==> src/sd_card_pkg.sv <==
// ~~~~~~~~~~~~~~~~~~~~~~~~~~~~~~~~~~~~~~~~~~~~~~~~~~
// SD card state definitions
// Card type, sequencer states, RCA and fixed fields
// of the CMD8 and ACMD41 arguments
// ~~~~~~~~~~~~~~~~~~~~~~~~~~~~~~~~~~~~~~~~~~~~~~~~~~

package sd_card_pkg;

    typedef enum logic [2:0] {
        SDCARD_UNKNOWN,
        SDCARD_VER1X,
        SDCARD_VER2X_SC,
        SDCARD_VER2X_HC,
        SDCARD_UNUSABLE
    } sd_type_e;

    // Issue states send one command, INIT_WAIT_ACK parses the reply
    typedef enum logic [3:0] {
        INIT_PREINIT,
        INIT_CMD0,
        INIT_CMD8,
        INIT_CMD55,
        INIT_ACMD41,
        INIT_CMD2,
        INIT_CMD3,
        INIT_WAIT_ACK,
        INIT_DONE,
        INIT_ERROR
    } init_state_e;

    typedef logic [15:0] rca_t;

    // 2.7-3.6 V supply and the echo pattern of CMD8
    localparam logic [3:0]  CMD8_VHS     = 4'h1;
    localparam logic [7:0]  CMD8_PATTERN = 8'hAA;
    localparam logic [23:0] OCR_WINDOW   = 24'hFF8000;

    // Power-up clocks with the command line held high
    localparam int PREINIT_CLOCKS = 74;

endpackage

==> src/sd_cmd_pkg.sv <==
// ~~~~~~~~~~~~~~~~~~~~~~~~~~~~~~~~~~~~~~~~~~~~~~~~~~
// SD command protocol definitions
// Command indices, response kinds, result codes and
// the request/response records of the command path
// ~~~~~~~~~~~~~~~~~~~~~~~~~~~~~~~~~~~~~~~~~~~~~~~~~~

package sd_cmd_pkg;

    typedef logic [5:0]  cmd_idx_t;
    typedef logic [31:0] cmd_arg_t;
    typedef logic [6:0]  crc7_t;

    // Commands used by the identification sequence
    localparam cmd_idx_t CMD0   = 6'd0;
    localparam cmd_idx_t CMD2   = 6'd2;
    localparam cmd_idx_t CMD3   = 6'd3;
    localparam cmd_idx_t CMD8   = 6'd8;
    localparam cmd_idx_t CMD55  = 6'd55;
    localparam cmd_idx_t ACMD41 = 6'd41;

    typedef enum logic [2:0] {
        RESP_NONE,
        RESP_R1,
        RESP_R2,
        RESP_R3,
        RESP_R6,
        RESP_R7
    } resp_kind_e;

    typedef enum logic [1:0] {
        CMDERR_NONE,
        CMDERR_NO_RESPONSE,
        CMDERR_BAD_CRC,
        CMDERR_BAD_FRAME
    } cmd_err_e;

    // Short frame and R2 frame length in bits
    localparam int FRAME_BITS      = 48;
    localparam int LONG_FRAME_BITS = 136;

    typedef struct packed {
        cmd_idx_t   idx;
        cmd_arg_t   arg;
        resp_kind_e resp;
    } cmd_req_t;

    typedef struct packed {
        cmd_idx_t idx;
        cmd_arg_t data;
        cmd_err_e err;
    } cmd_resp_t;

endpackage
==> src/sd_ctrl.sv <==
// ~~~~~~~~~~~~~~~~~~~~~~~~~~~~~~~~~~~~~~~~~~~~~~~~~~
// SD host controller command path, top level
// Runs card identification in SD bus mode
// ~~~~~~~~~~~~~~~~~~~~~~~~~~~~~~~~~~~~~~~~~~~~~~~~~~

`timescale 1ns/1ps

module sd_ctrl #(
    parameter int SCLK_HALF    = 4,
    parameter int RESP_TIMEOUT = 64
) (
    input  logic                  i_clk,
    input  logic                  i_nrst,
    input  logic                  i_cmd,
    output logic                  o_sclk,
    output logic                  o_cmd,
    output logic                  o_cmd_dir,
    output sd_card_pkg::sd_type_e o_sd_type,
    output sd_card_pkg::rca_t     o_rca,
    output logic                  o_init_done,
    output logic                  o_init_err
);

    logic                  sclk_rise;
    logic                  sclk_fall;
    logic                  req;
    logic                  ack;
    sd_cmd_pkg::cmd_req_t  cmd_req;
    sd_cmd_pkg::cmd_resp_t cmd_resp;

    sd_clk_gen #(
        .SCLK_HALF (SCLK_HALF)
    ) u_clk_gen (
        .i_clk       (i_clk),
        .i_nrst      (i_nrst),
        .o_sclk      (o_sclk),
        .o_sclk_rise (sclk_rise),
        .o_sclk_fall (sclk_fall)
    );

    sd_init_seq u_init_seq (
        .i_clk       (i_clk),
        .i_nrst      (i_nrst),
        .i_sclk_rise (sclk_rise),
        .o_req       (req),
        .o_cmd_req   (cmd_req),
        .i_ack       (ack),
        .i_cmd_resp  (cmd_resp),
        .o_sd_type   (o_sd_type),
        .o_rca       (o_rca),
        .o_init_done (o_init_done),
        .o_init_err  (o_init_err)
    );

    sd_cmd_engine #(
        .RESP_TIMEOUT (RESP_TIMEOUT)
    ) u_cmd_engine (
        .i_clk       (i_clk),
        .i_nrst      (i_nrst),
        .i_sclk_rise (sclk_rise),
        .i_sclk_fall (sclk_fall),
        .i_req       (req),
        .i_cmd_req   (cmd_req),
        .o_ack       (ack),
        .o_cmd_resp  (cmd_resp),
        .i_cmd       (i_cmd),
        .o_cmd       (o_cmd),
        .o_cmd_dir   (o_cmd_dir)
    );

endmodule

==> src/sd_init_seq.sv <==
// ~~~~~~~~~~~~~~~~~~~~~~~~~~~~~~~~~~~~~~~~~~~~~~~~~~
// SD card identification sequencer
// Power-up delay, then CMD0, CMD8, CMD55/ACMD41,
// CMD2 and CMD3 with card type and RCA tracking
// ~~~~~~~~~~~~~~~~~~~~~~~~~~~~~~~~~~~~~~~~~~~~~~~~~~

`timescale 1ns/1ps

module sd_init_seq (
    input  logic                  i_clk,
    input  logic                  i_nrst,
    input  logic                  i_sclk_rise,
    output logic                  o_req,
    output sd_cmd_pkg::cmd_req_t  o_cmd_req,
    input  logic                  i_ack,
    input  sd_cmd_pkg::cmd_resp_t i_cmd_resp,
    output sd_card_pkg::sd_type_e o_sd_type,
    output sd_card_pkg::rca_t     o_rca,
    output logic                  o_init_done,
    output logic                  o_init_err
);

    localparam int PRE_W = $clog2(sd_card_pkg::PREINIT_CLOCKS + 1);

    sd_card_pkg::init_state_e state_q;
    logic [PRE_W-1:0]         pre_cnt;
    logic                     hcs_q;
    logic                     issue;

    // Request built for each issue state
    function automatic sd_cmd_pkg::cmd_req_t make_req(input sd_card_pkg::init_state_e st,
                                                      input logic hcs);
        sd_cmd_pkg::cmd_req_t r;
        r = '{idx: sd_cmd_pkg::CMD0, arg: '0, resp: sd_cmd_pkg::RESP_NONE};
        case (st)
            sd_card_pkg::INIT_CMD8: begin
                r.idx  = sd_cmd_pkg::CMD8;
                r.arg  = {20'h0, sd_card_pkg::CMD8_VHS, sd_card_pkg::CMD8_PATTERN};
                r.resp = sd_cmd_pkg::RESP_R7;
            end
            sd_card_pkg::INIT_CMD55: begin
                r.idx  = sd_cmd_pkg::CMD55;
                r.resp = sd_cmd_pkg::RESP_R1;
            end
            sd_card_pkg::INIT_ACMD41: begin
                r.idx  = sd_cmd_pkg::ACMD41;
                r.arg  = {1'b0, hcs, 6'd0, sd_card_pkg::OCR_WINDOW};
                r.resp = sd_cmd_pkg::RESP_R3;
            end
            sd_card_pkg::INIT_CMD2: begin
                r.idx  = sd_cmd_pkg::CMD2;
                r.resp = sd_cmd_pkg::RESP_R2;
            end
            sd_card_pkg::INIT_CMD3: begin
                r.idx  = sd_cmd_pkg::CMD3;
                r.resp = sd_cmd_pkg::RESP_R6;
            end
            default: begin
            end
        endcase
        return r;
    endfunction

    // New command only once the previous ack has dropped
    assign issue = !i_ack && (state_q inside {sd_card_pkg::INIT_CMD0, sd_card_pkg::INIT_CMD8,
                                              sd_card_pkg::INIT_CMD55, sd_card_pkg::INIT_ACMD41,
                                              sd_card_pkg::INIT_CMD2, sd_card_pkg::INIT_CMD3});

    always_ff @(posedge i_clk) begin
        if (issue) begin
            o_cmd_req <= make_req(state_q, hcs_q);
        end
    end

    always_ff @(posedge i_clk or negedge i_nrst) begin
        if (!i_nrst) begin
            state_q     <= sd_card_pkg::INIT_PREINIT;
            pre_cnt     <= '0;
            hcs_q       <= 1'b1;
            o_req       <= 1'b0;
            o_sd_type   <= sd_card_pkg::SDCARD_UNKNOWN;
            o_rca       <= '0;
            o_init_done <= 1'b0;
            o_init_err  <= 1'b0;
        end else if (state_q == sd_card_pkg::INIT_PREINIT) begin
            if (pre_cnt == PRE_W'(sd_card_pkg::PREINIT_CLOCKS)) begin
                state_q <= sd_card_pkg::INIT_CMD0;
            end else if (i_sclk_rise) begin
                pre_cnt <= pre_cnt + 1'b1;
            end
        end else if (issue) begin
            o_req   <= 1'b1;
            state_q <= sd_card_pkg::INIT_WAIT_ACK;
        end else if (state_q == sd_card_pkg::INIT_WAIT_ACK && i_ack) begin
            o_req <= 1'b0;
            if (i_cmd_resp.err != sd_cmd_pkg::CMDERR_NONE) begin
                // A silent card at CMD8 is version 1.x, anything else is fatal
                if (o_cmd_req.idx == sd_cmd_pkg::CMD8 &&
                    i_cmd_resp.err == sd_cmd_pkg::CMDERR_NO_RESPONSE) begin
                    o_sd_type <= sd_card_pkg::SDCARD_VER1X;
                    hcs_q     <= 1'b0;
                    state_q   <= sd_card_pkg::INIT_CMD55;
                end else begin
                    o_sd_type  <= sd_card_pkg::SDCARD_UNUSABLE;
                    o_init_err <= 1'b1;
                    state_q    <= sd_card_pkg::INIT_ERROR;
                end
            end else begin
                case (o_cmd_req.idx)
                    sd_cmd_pkg::CMD0: state_q <= sd_card_pkg::INIT_CMD8;
                    sd_cmd_pkg::CMD8: begin
                        if (i_cmd_resp.data[11:0] ==
                            {sd_card_pkg::CMD8_VHS, sd_card_pkg::CMD8_PATTERN}) begin
                            state_q <= sd_card_pkg::INIT_CMD55;
                        end else begin
                            o_sd_type  <= sd_card_pkg::SDCARD_UNUSABLE;
                            o_init_err <= 1'b1;
                            state_q    <= sd_card_pkg::INIT_ERROR;
                        end
                    end
                    sd_cmd_pkg::CMD55: state_q <= sd_card_pkg::INIT_ACMD41;
                    sd_cmd_pkg::ACMD41: begin
                        // OCR bit 31 low means the card is still busy
                        if (!i_cmd_resp.data[31]) begin
                            state_q <= sd_card_pkg::INIT_CMD55;
                        end else begin
                            hcs_q <= i_cmd_resp.data[30];
                            if (i_cmd_resp.data[30]) begin
                                o_sd_type <= sd_card_pkg::SDCARD_VER2X_HC;
                            end else if (o_sd_type != sd_card_pkg::SDCARD_VER1X) begin
                                o_sd_type <= sd_card_pkg::SDCARD_VER2X_SC;
                            end
                            state_q <= sd_card_pkg::INIT_CMD2;
                        end
                    end
                    sd_cmd_pkg::CMD2: state_q <= sd_card_pkg::INIT_CMD3;
                    default: begin
                        o_rca       <= i_cmd_resp.data[31:16];
                        o_init_done <= 1'b1;
                        state_q     <= sd_card_pkg::INIT_DONE;
                    end
                endcase
            end
        end
    end

    assert property (@(posedge i_clk) disable iff (!i_nrst) !(o_init_done && o_init_err));

endmodule

==> src/sd_cmd_engine.sv <==
// ~~~~~~~~~~~~~~~~~~~~~~~~~~~~~~~~~~~~~~~~~~~~~~~~~~
// SD command line engine
// Sends one command frame with CRC7, receives and
// checks the response, answers with a 4-phase ack
// ~~~~~~~~~~~~~~~~~~~~~~~~~~~~~~~~~~~~~~~~~~~~~~~~~~

`timescale 1ns/1ps

module sd_cmd_engine #(
    parameter int RESP_TIMEOUT = 64
) (
    input  logic                  i_clk,
    input  logic                  i_nrst,
    input  logic                  i_sclk_rise,
    input  logic                  i_sclk_fall,
    input  logic                  i_req,
    input  sd_cmd_pkg::cmd_req_t  i_cmd_req,
    output logic                  o_ack,
    output sd_cmd_pkg::cmd_resp_t o_cmd_resp,
    input  logic                  i_cmd,
    output logic                  o_cmd,
    output logic                  o_cmd_dir
);

    typedef enum logic [2:0] {IDLE, SEND, WAIT_START, RECV, DONE} eng_state_e;

    localparam int TMO_W = $clog2(RESP_TIMEOUT + 1);

    eng_state_e           state_q;
    logic [7:0]           bit_cnt;
    logic [TMO_W-1:0]     tmo_cnt;
    sd_cmd_pkg::cmd_req_t req_q;
    logic [39:0]          tx_sh;
    logic [39:0]          rx_sh;
    logic [39:0]          rx_next;
    logic [7:0]           rx_last;
    logic                 tx_bit;
    logic                 checked;
    logic                 crc_clear;
    logic                 crc_shift;
    logic                 crc_bit;
    sd_cmd_pkg::crc7_t    crc;

    sd_crc7 u_crc7 (
        .i_clk   (i_clk),
        .i_nrst  (i_nrst),
        .i_clear (crc_clear),
        .i_shift (crc_shift),
        .i_bit   (crc_bit),
        .o_crc   (crc)
    );

    always_comb begin
        // Bit 40 is the first CRC bit, the rest follow from tx_sh
        tx_bit  = (bit_cnt == 8'd40) ? crc[6] : tx_sh[39];
        rx_next = {rx_sh[38:0], i_cmd};
        rx_last = (req_q.resp == sd_cmd_pkg::RESP_R2) ?
                  8'(sd_cmd_pkg::LONG_FRAME_BITS - 1) : 8'(sd_cmd_pkg::FRAME_BITS - 1);
        checked = (req_q.resp == sd_cmd_pkg::RESP_R1) ||
                  (req_q.resp == sd_cmd_pkg::RESP_R6) ||
                  (req_q.resp == sd_cmd_pkg::RESP_R7);
        // A cleared CRC equals one that has taken the 0 start bit
        crc_clear = (state_q == IDLE) || (state_q == WAIT_START);
        crc_shift = 1'b0;
        crc_bit   = 1'b0;
        if (state_q == SEND && i_sclk_fall && bit_cnt < 8'd40) begin
            crc_shift = 1'b1;
            crc_bit   = tx_sh[39];
        end else if (state_q == RECV && i_sclk_rise && bit_cnt < 8'd40) begin
            crc_shift = 1'b1;
            crc_bit   = i_cmd;
        end
    end

    // Control path
    always_ff @(posedge i_clk or negedge i_nrst) begin
        if (!i_nrst) begin
            state_q   <= IDLE;
            bit_cnt   <= '0;
            tmo_cnt   <= '0;
            o_ack     <= 1'b0;
            o_cmd     <= 1'b1;
            o_cmd_dir <= 1'b0;
        end else begin
            case (state_q)
                IDLE: begin
                    if (i_req) begin
                        bit_cnt <= '0;
                        state_q <= SEND;
                    end
                end
                SEND: begin
                    if (i_sclk_fall) begin
                        if (bit_cnt == 8'(sd_cmd_pkg::FRAME_BITS)) begin
                            if (req_q.resp == sd_cmd_pkg::RESP_NONE) begin
                                o_ack   <= 1'b1;
                                state_q <= DONE;
                            end else begin
                                // Stop bit done, hand the line to the card
                                o_cmd_dir <= 1'b1;
                                tmo_cnt   <= '0;
                                state_q   <= WAIT_START;
                            end
                        end else begin
                            o_cmd   <= tx_bit;
                            bit_cnt <= bit_cnt + 1'b1;
                        end
                    end
                end
                WAIT_START: begin
                    if (i_sclk_rise) begin
                        if (!i_cmd) begin
                            bit_cnt <= 8'd1;
                            state_q <= RECV;
                        end else if (tmo_cnt == TMO_W'(RESP_TIMEOUT - 1)) begin
                            o_ack     <= 1'b1;
                            o_cmd_dir <= 1'b0;
                            state_q   <= DONE;
                        end else begin
                            tmo_cnt <= tmo_cnt + 1'b1;
                        end
                    end
                end
                RECV: begin
                    if (i_sclk_rise) begin
                        bit_cnt <= bit_cnt + 1'b1;
                        if (bit_cnt == rx_last) begin
                            o_ack     <= 1'b1;
                            o_cmd_dir <= 1'b0;
                            state_q   <= DONE;
                        end
                    end
                end
                DONE: begin
                    if (!i_req) begin
                        o_ack   <= 1'b0;
                        state_q <= IDLE;
                    end
                end
                default: state_q <= IDLE;
            endcase
        end
    end

    // Frame and response data
    always_ff @(posedge i_clk) begin
        if (state_q == IDLE && i_req) begin
            req_q <= i_cmd_req;
            tx_sh <= {2'b01, i_cmd_req.idx, i_cmd_req.arg};
        end
        if (state_q == SEND && i_sclk_fall) begin
            if (bit_cnt == 8'd40) begin
                tx_sh <= {crc[5:0], 1'b1, 33'd0};
            end else begin
                tx_sh <= {tx_sh[38:0], 1'b0};
            end
            if (bit_cnt == 8'(sd_cmd_pkg::FRAME_BITS)) begin
                o_cmd_resp <= '{idx: req_q.idx, data: '0, err: sd_cmd_pkg::CMDERR_NONE};
            end
        end
        if (state_q == WAIT_START && i_sclk_rise) begin
            rx_sh <= rx_next;
            o_cmd_resp.err <= sd_cmd_pkg::CMDERR_NO_RESPONSE;
        end
        if (state_q == RECV && i_sclk_rise) begin
            rx_sh <= rx_next;
            if (bit_cnt == 8'd39) begin
                o_cmd_resp.idx  <= rx_next[37:32];
                o_cmd_resp.data <= rx_next[31:0];
            end
            // Received CRC sits in rx_sh[6:0] when the stop bit arrives
            if (!i_cmd) begin
                o_cmd_resp.err <= sd_cmd_pkg::CMDERR_BAD_FRAME;
            end else if (checked && rx_sh[6:0] != crc) begin
                o_cmd_resp.err <= sd_cmd_pkg::CMDERR_BAD_CRC;
            end else if (checked && o_cmd_resp.idx != req_q.idx) begin
                o_cmd_resp.err <= sd_cmd_pkg::CMDERR_BAD_FRAME;
            end else begin
                o_cmd_resp.err <= sd_cmd_pkg::CMDERR_NONE;
            end
        end
    end

    // Ack only answers a pending request
    assert property (@(posedge i_clk) disable iff (!i_nrst) $rose(o_ack) |-> i_req);

    assert property (@(posedge i_clk) disable iff (!i_nrst) (state_q == SEND) |-> !o_cmd_dir);

endmodule

==> src/sd_crc7.sv <==
// ~~~~~~~~~~~~~~~~~~~~~~~~~~~~~~~~~~~~~~~~~~~~~~~~~~
// Serial CRC7 for command frames
// Polynomial x^7 + x^3 + 1, zero initial value
// ~~~~~~~~~~~~~~~~~~~~~~~~~~~~~~~~~~~~~~~~~~~~~~~~~~

`timescale 1ns/1ps

module sd_crc7 (
    input  logic              i_clk,
    input  logic              i_nrst,
    input  logic              i_clear,
    input  logic              i_shift,
    input  logic              i_bit,
    output sd_cmd_pkg::crc7_t o_crc
);

    logic fb;

    assign fb = i_bit ^ o_crc[6];

    always_ff @(posedge i_clk or negedge i_nrst) begin
        if (!i_nrst) begin
            o_crc <= '0;
        end else if (i_clear) begin
            o_crc <= '0;
        end else if (i_shift) begin
            o_crc <= {o_crc[5:3], o_crc[2] ^ fb, o_crc[1:0], fb};
        end
    end

endmodule

==> src/sd_clk_gen.sv <==
// ~~~~~~~~~~~~~~~~~~~~~~~~~~~~~~~~~~~~~~~~~~~~~~~~~~
// SD card clock divider
// Makes the card clock and its edge strobes
// ~~~~~~~~~~~~~~~~~~~~~~~~~~~~~~~~~~~~~~~~~~~~~~~~~~

`timescale 1ns/1ps

module sd_clk_gen #(
    parameter int SCLK_HALF = 4
) (
    input  logic i_clk,
    input  logic i_nrst,
    output logic o_sclk,
    output logic o_sclk_rise,
    output logic o_sclk_fall
);

    localparam int CNT_W = (SCLK_HALF > 1) ? $clog2(SCLK_HALF) : 1;

    logic [CNT_W-1:0] cnt_q;
    logic             terminal;

    assign terminal = (cnt_q == CNT_W'(SCLK_HALF - 1));

    always_ff @(posedge i_clk or negedge i_nrst) begin
        if (!i_nrst) begin
            cnt_q       <= '0;
            o_sclk      <= 1'b0;
            o_sclk_rise <= 1'b0;
            o_sclk_fall <= 1'b0;
        end else begin
            // Strobe is high in the cycle where the new level appears
            o_sclk_rise <= terminal && !o_sclk;
            o_sclk_fall <= terminal && o_sclk;
            if (terminal) begin
                cnt_q  <= '0;
                o_sclk <= ~o_sclk;
            end else begin
                cnt_q <= cnt_q + 1'b1;
            end
        end
    end

endmodule

==> config.mk <==
export PLATFORM = sky130hd
export DESIGN_NAME = sd_ctrl
export DESIGN_NICKNAME = d
export VERILOG_FILES = /design/src/sd_card_pkg.sv /design/src/sd_cmd_pkg.sv /design/src/sd_ctrl.sv /design/src/sd_init_seq.sv /design/src/sd_cmd_engine.sv /design/src/sd_crc7.sv /design/src/sd_clk_gen.sv
export SDC_FILE = /design/constraint.sdc
export NUM_CORES = 1
export LEC_CHECK = 0
export BUFFER_PORTS_ARGS = -buffer_cell sky130_fd_sc_hd__buf_4
export CORE_MARGIN = 1.5
export CORE_UTILIZATION = 56
export DETAILED_ROUTE_END_ITERATION = 6
export GPL_ROUTABILITY_DRIVEN = 1
export PLACE_DENSITY_LB_ADDON = 0.25
export SLEW_MARGIN = 5
export SYNTH_ARGS = -nofsm -noshare
export SYNTH_HDL_FRONTEND = slang
export SYNTH_SLANG_ARGS = --single-unit
export TNS_END_PERCENT = 1
==> constraint.sdc <==
create_clock -name i_clk -period 4.2 [get_ports i_clk]
set_input_delay 0.42 -clock i_clk [delete_from_list [all_inputs] [get_ports i_clk]]
set_output_delay 0.42 -clock i_clk [all_outputs]
set_load 0.02 [all_outputs]
Word level (Yosys, flattened, before mapping)
Index checks and enable logic that the tools add are counted.
Operators by class
  muxes and demuxes: 95
  $add $sub $neg: 4
  bitwise gates (word level): 9
  $lt $le $gt $ge: 1
  reductions and logical operators: 54
  equality and inequality tests: 53
Operator list (count)
  $mux 40: 6
  $mux 37: 2
  $pmux 31 s2: 1
  $mux 7: 8
  $mux 8: 7
  $mux 3: 17
  $mux 38: 1
  $mux 1: 32
  $ne 2x2->1 const B: 16
  $pmux 8 s4: 1
  $pmux 3 s5: 2
  $pmux 6 s5: 1
  $mux 4: 7
  $eq 8x6->1 const B: 3
  $reduce_and 7->1: 3
  $pmux 4 s5: 1
  $reduce_bool 2->1: 9
  $eq 4x3->1 const B: 4
  $reduce_bool 3->1: 5
  $add 7x1->7 const B: 2
  $pmux 7 s2: 1
  $logic_and 1x1->1: 13
  $eq 12x9->1 const B: 1
  $eq 6x6->1 const B: 2
  43 further kinds: 71
Storage, ports and cells
  register bits after elaboration: 234
  output and inout bits: 24
  logic and storage cells: 245

Logic depth before layout (Yosys ltp)
  depth in word-level cells: 9
  depth in mapped cells: 8

Hierarchy
A second synthesis with hierarchy kept.
Second synthesis, totals
  cell total of the unflattened synthesis: 711
  area total of the unflattened synthesis: 8883.5 sq um
By module, submodules not included
  sd_cmd_engine: cells each 445, times used 1, area an instance 5918.2 sq um
  sd_init_seq: cells each 228, times used 1, area an instance 2493.6 sq um
  sd_crc7: cells each 28, times used 1, area an instance 307.8 sq um
  sd_clk_gen: cells each 10, times used 1, area an instance 163.9 sq um

Worst setup path after synthesis
No wires, ideal clock.
  path type: register -> register
  from: register u_cmd_engine.state_q[2]
  to: register u_cmd_engine.tx_sh[10], enable pin
  arrival: 3.598 ns
  path buffers: 1
  path slack: 0.112 ns
  stages on the path, launching flop included: 4
  setup time: 0.489 ns
  required time: 3.711 ns
  clock period less this slack: 4.088 ns
  path through: dfrtp_1 or2_1 clkbuf_1 o21ai_0
Between the ends
  cells in the longest elaborated chain, start to end: 3
  elaborated cells on any way between the ends: 5
Ends and longest elaborated chain
  start, declared: line sd_cmd_engine.sv:29  | eng_state_e state_q;
  start signal, assigned: line sd_cmd_engine.sv:78  | state_q <= IDLE;
  start signal, assigned: line sd_cmd_engine.sv:89  | state_q <= SEND;
  start signal, assigned: line sd_cmd_engine.sv:97  | state_q <= DONE;
  $eq 3x1->1 / $logic_not 3->1 (equally long branches): line sd_cmd_engine.sv:151, sd_cmd_engine.sv:147
  $logic_and 1x1->1, on equally long branches: line sd_cmd_engine.sv:151, sd_cmd_engine.sv:147
  $reduce_bool 2->1 (no line) (*)
  end signal, assigned: line sd_cmd_engine.sv:149  | tx_sh <= {2'b01, i_cmd_req.idx, i_cmd_req.arg};
  end signal, assigned: line sd_cmd_engine.sv:153  | tx_sh <= {crc[5:0], 1'b1, 33'd0};
  end signal, assigned: line sd_cmd_engine.sv:155  | tx_sh <= {tx_sh[38:0], 1'b0};
  end, declared: line sd_cmd_engine.sv:33  | logic [39:0] tx_sh;
Mark *: on every way between the ends. The rest lies on a longest branch, timed or not.
A chain may end at the register's enable or synchronous reset.

Worst setup path after layout
  from: register u_cmd_engine.state_q[0]
  to: register u_cmd_engine.tx_sh[33], data pin
Between the ends
  cells in the longest elaborated chain, start to end: 3
Ends and longest elaborated chain
  $eq 3x1->1: line sd_cmd_engine.sv:151  | if (state_q == SEND && i_sclk_fall) begin
  $logic_and 1x1->1: line sd_cmd_engine.sv:151
  $mux 40: line sd_cmd_engine.sv:151
Every way passes these cells.

==> results.md <==
- Die width: 124.9 microns
- Yosys cell types: 71
- Post-synthesis cell area: roughly 8300 sq um
- Vias per cell: 5.884
- Minimum clock period: 2.965 ns
- Final Hold Slack: approximately 0.12 ns
- Mapped Avg Cell Area: around 13 sq um
- Clk buf depth: 2
- Slew margin rel.: about 26%
- Die Footprint: roughly 16000 sq um
- Highest ir drop seen on vdd: between 0.3 and 0.4 mV
- WS Path Type: reg2reg
- CTS tree: yes
- Post-DP HPWL: about 10 mm
- Cells after Synth: ~660
- Clock Pin Slew Worst Setup and Hold Paths: approximately 0.070 ns
- CTS H-tree depth: 4
- CTS resizes: 0
- Setup WS pre-CTS: between 1 and 1.5 ns
- Min-Delay Path Class: in2async
- Drt pass-1 iters: 5
- Row count: 44
- Switching power: a little over 0.7 mW
- Seq cells post-synth: 198
- Clock power share: around 42%
- Critical Path RT: 4.35 ns
- Fin. Hold Viols: 0
- Vias: 5166
- Reg-to-reg slack, setup: ~1.2 ns
- Hold buffers post-CTS: 0
- Routing usage on met3: 4.682%
- Post-synth EDFFs: 97
- Placed cell count: between 800 and 900
- Leakage: about 3.4 nW
- Post-Route WL: ~15 mm
- Startpoint Class: flop
- P_int: about 2.8 mW
- Clk Latency, worst-skew pair: ~0.43 ns
- Power consumption: about 3.5 mW
- Tot GR Track Use: 20.84%
- Achievable Freq: ~340 MHz
- CP max FO: 32
- Clk root buf: clkbuf_16
- Post-synth ARST share: 33.84%
- Io pins: 27
- Total of max-cap violations: 0
- Leading cell type in the layout, fill and taps excluded: edfxtp_1
- Total grt overflow: 0
- Reg power frac: roughly 57%
- Sw Share: between 20% and 30%
- Busiest grt layer: met2
- DR WL/cell: roughly 18 microns
- Post-synth net total: slightly below 700
- Portion of total power attributed to combinational logic: less than 1%
- Synth warn: 0
- Final Skew: 0.01160 ns
- Slew Viols, Final: 0
- Core area: about 15000 sq um
- Post-DRT Antenna Nets: 0
- Cell Count, Final, Fillers Out: a little under 900
- CTS buffer count: 17
- Initial Util: between 50% and 60%
- First-pass GRT wire length: 25.88 mm
- Ant diodes: 0
- Setup TNS: 0 ns
- Drt initial violations: 404
- Die Y: between 100 and 150 microns
- Number of fill cells: about 1.1k
- Power per cell area: slightly below 400 nW/um^2
- Post-synthesis sequential area ratio: between 60 and 70%
- Layout cell share with drive strength beyond 1: between 10% and 20%
- GR Util met2: about a third
- Setup Buffers After CTS: 0
- Met1 Usage GRT: between 20% and 30%
- Status: finished, final reports clean
- Worst r2r dst: u_cmd_engine.tx_sh[33]
- Vias in the first global route: 5144
- Residual DRC: 0
- Largest net degree at the start of global routing: slightly below 70
- Post-layout worst setup margin: 1.235 ns
- Endpoint class of the critical path: flop
- R2R Path Start: u_cmd_engine.state_q[0]
- RD Place Congestion: about 0.9
- WP data arrival: approximately 3.1 ns
- Final setup vio count: 0
- Reg2reg path depth: 4
- Syn-to-layout area delta: 10.30%
- Top_reg_cell synth: edfxtp_1
- Commonest cells after routing, fill and taps aside: edfxtp_1, dfrtp_1, nand2_1, nor2_1
- Initial antenna violation count: 0
- Worst slew pin tran: 1.108 ns
- Port-buffer cells: 26
- CTS sink cnt: roughly 200
- Tcrit/Tclk final: a little over two thirds
- RSZ-0062 raised after global routing: false
- Final Net Count: between 600 and 700
power by group through the flow:
stage	clock network (mW)	logic [mW]	registers [mW]
2_1_floorplan	0	0.00188	2.06
4_1_cts	1.52	0.0180	2.01
3_5_place_dp	0	0.0180	2.06
5_1_grt	1.60	0.0198	2.01
3_3_place_gp	0	0.0172	2.06
6_report	1.50	0.0168	2.01
final cells by class:
type	instances	area, sq um	area share (%)
inverter	17	63.81	0.6955
multi-input combinational	416	2834	30.89
tap	184	230.2	2.509
clock buffer	21	450.4	4.909
timing repair buffer	31	232.7	2.536
clock inverter	11	91.34	0.9955
sequential	198	5273	57.47
state kept, by name (all words and copies together), names as in the netlist, 2 cells and up:
signal                     count
u_cmd_engine.req_q             8
u_cmd_engine.state_q           3
u_cmd_engine.u_crc7.o_crc      7
u_clk_gen.cnt_q                2
u_cmd_engine.tx_sh            39
u_cmd_engine.rx_sh            37
u_init_seq.o_sd_type           3
u_init_seq.state_q             4
u_cmd_engine.o_cmd_resp       36
u_cmd_engine.tmo_cnt           7
u_init_seq.o_cmd_req          11
u_cmd_engine.bit_cnt           8
u_init_seq.o_rca              16
u_init_seq.pre_cnt             7
worst max-delay path, cell delays in order, from the launching register on:
cell	delay [ns]
dfrtp_1	0.77
or3b_1	0.52
or2_1	0.42
nor2_2	0.81
a21oi_1	0.15
logic make-up after synthesis:
group | after synthesis | synth area share (%)
AND/OR/NAND/NOR | 204 | 13.70
flip-flops | 198 | 63.39
AO/OA/AOI/OAI | 152 | 12.79
buffers and inverters | 50 | 2.753
multiplexers | 33 | 4.257
XOR/XNOR | 21 | 2.211
adder cells (fa/ha/maj) | 6 | 0.9025
how the worst max path moves through the flow:
stage	slack, ns	end	cells past startpoint	from
3_3_place_gp	1.38	u_cmd_engine.tx_sh[33]	4	u_cmd_engine.state_q[0]
4_1_cts	1.24	u_cmd_engine.tx_sh[33]	4	u_cmd_engine.state_q[0]
3_5_place_dp	1.27	u_cmd_engine.tx_sh[33]	4	u_cmd_engine.state_q[0]
2_1_floorplan	0.11	u_cmd_engine.tx_sh[10]	3	u_cmd_engine.state_q[2]
6_report	1.23	u_cmd_engine.tx_sh[33]	4	u_cmd_engine.state_q[0]
5_1_grt	1.0	u_cmd_engine.tx_sh[33]	4	u_cmd_engine.state_q[0]
Yosys cell counts, types with 14 or more instances:
| cell type | instances | area (sq um) |
|---|---|---|
| a21o_1 | 15 | 112.6 |
| a21oi_1 | 19 | 95.09 |
| a22o_1 | 34 | 297.8 |
| and2_1 | 22 | 137.6 |
| buf_2 | 21 | 105.1 |
| dfrtp_1 | 65 | 1627 |
| dfxtp_1 | 34 | 680.7 |
| edfxtp_1 | 97 | 2913 |
| inv_1 | 17 | 63.81 |
| mux2i_1 | 14 | 140.1 |
| nand2_1 | 43 | 161.4 |
| nand3_1 | 17 | 85.08 |
| nor2_1 | 40 | 150.1 |
| o21ai_1 | 29 | 145.1 |
| xnor2_1 | 14 | 122.6 |
metal layers:
layer,up-vias,wire (microns)
li1,2476,-
met1,2539,6993
met2,130,7507
met3,21,719
met4,0,196
met5,-,0
per-stage QoR:
| step | instance area, sq um | utilization (%) |
|---|---|---|
| 6_report | 9175 | 63.13 |
| 5_1_grt | 9175 | 63.13 |
| 4_1_cts | 9175 | 63.13 |
| 3_5_place_dp | 8633 | 59.40 |
| 3_3_place_gp | 8633 | 59.40 |
| 2_1_floorplan | 8318 | - |
Power figures use the tool's default switching activity.
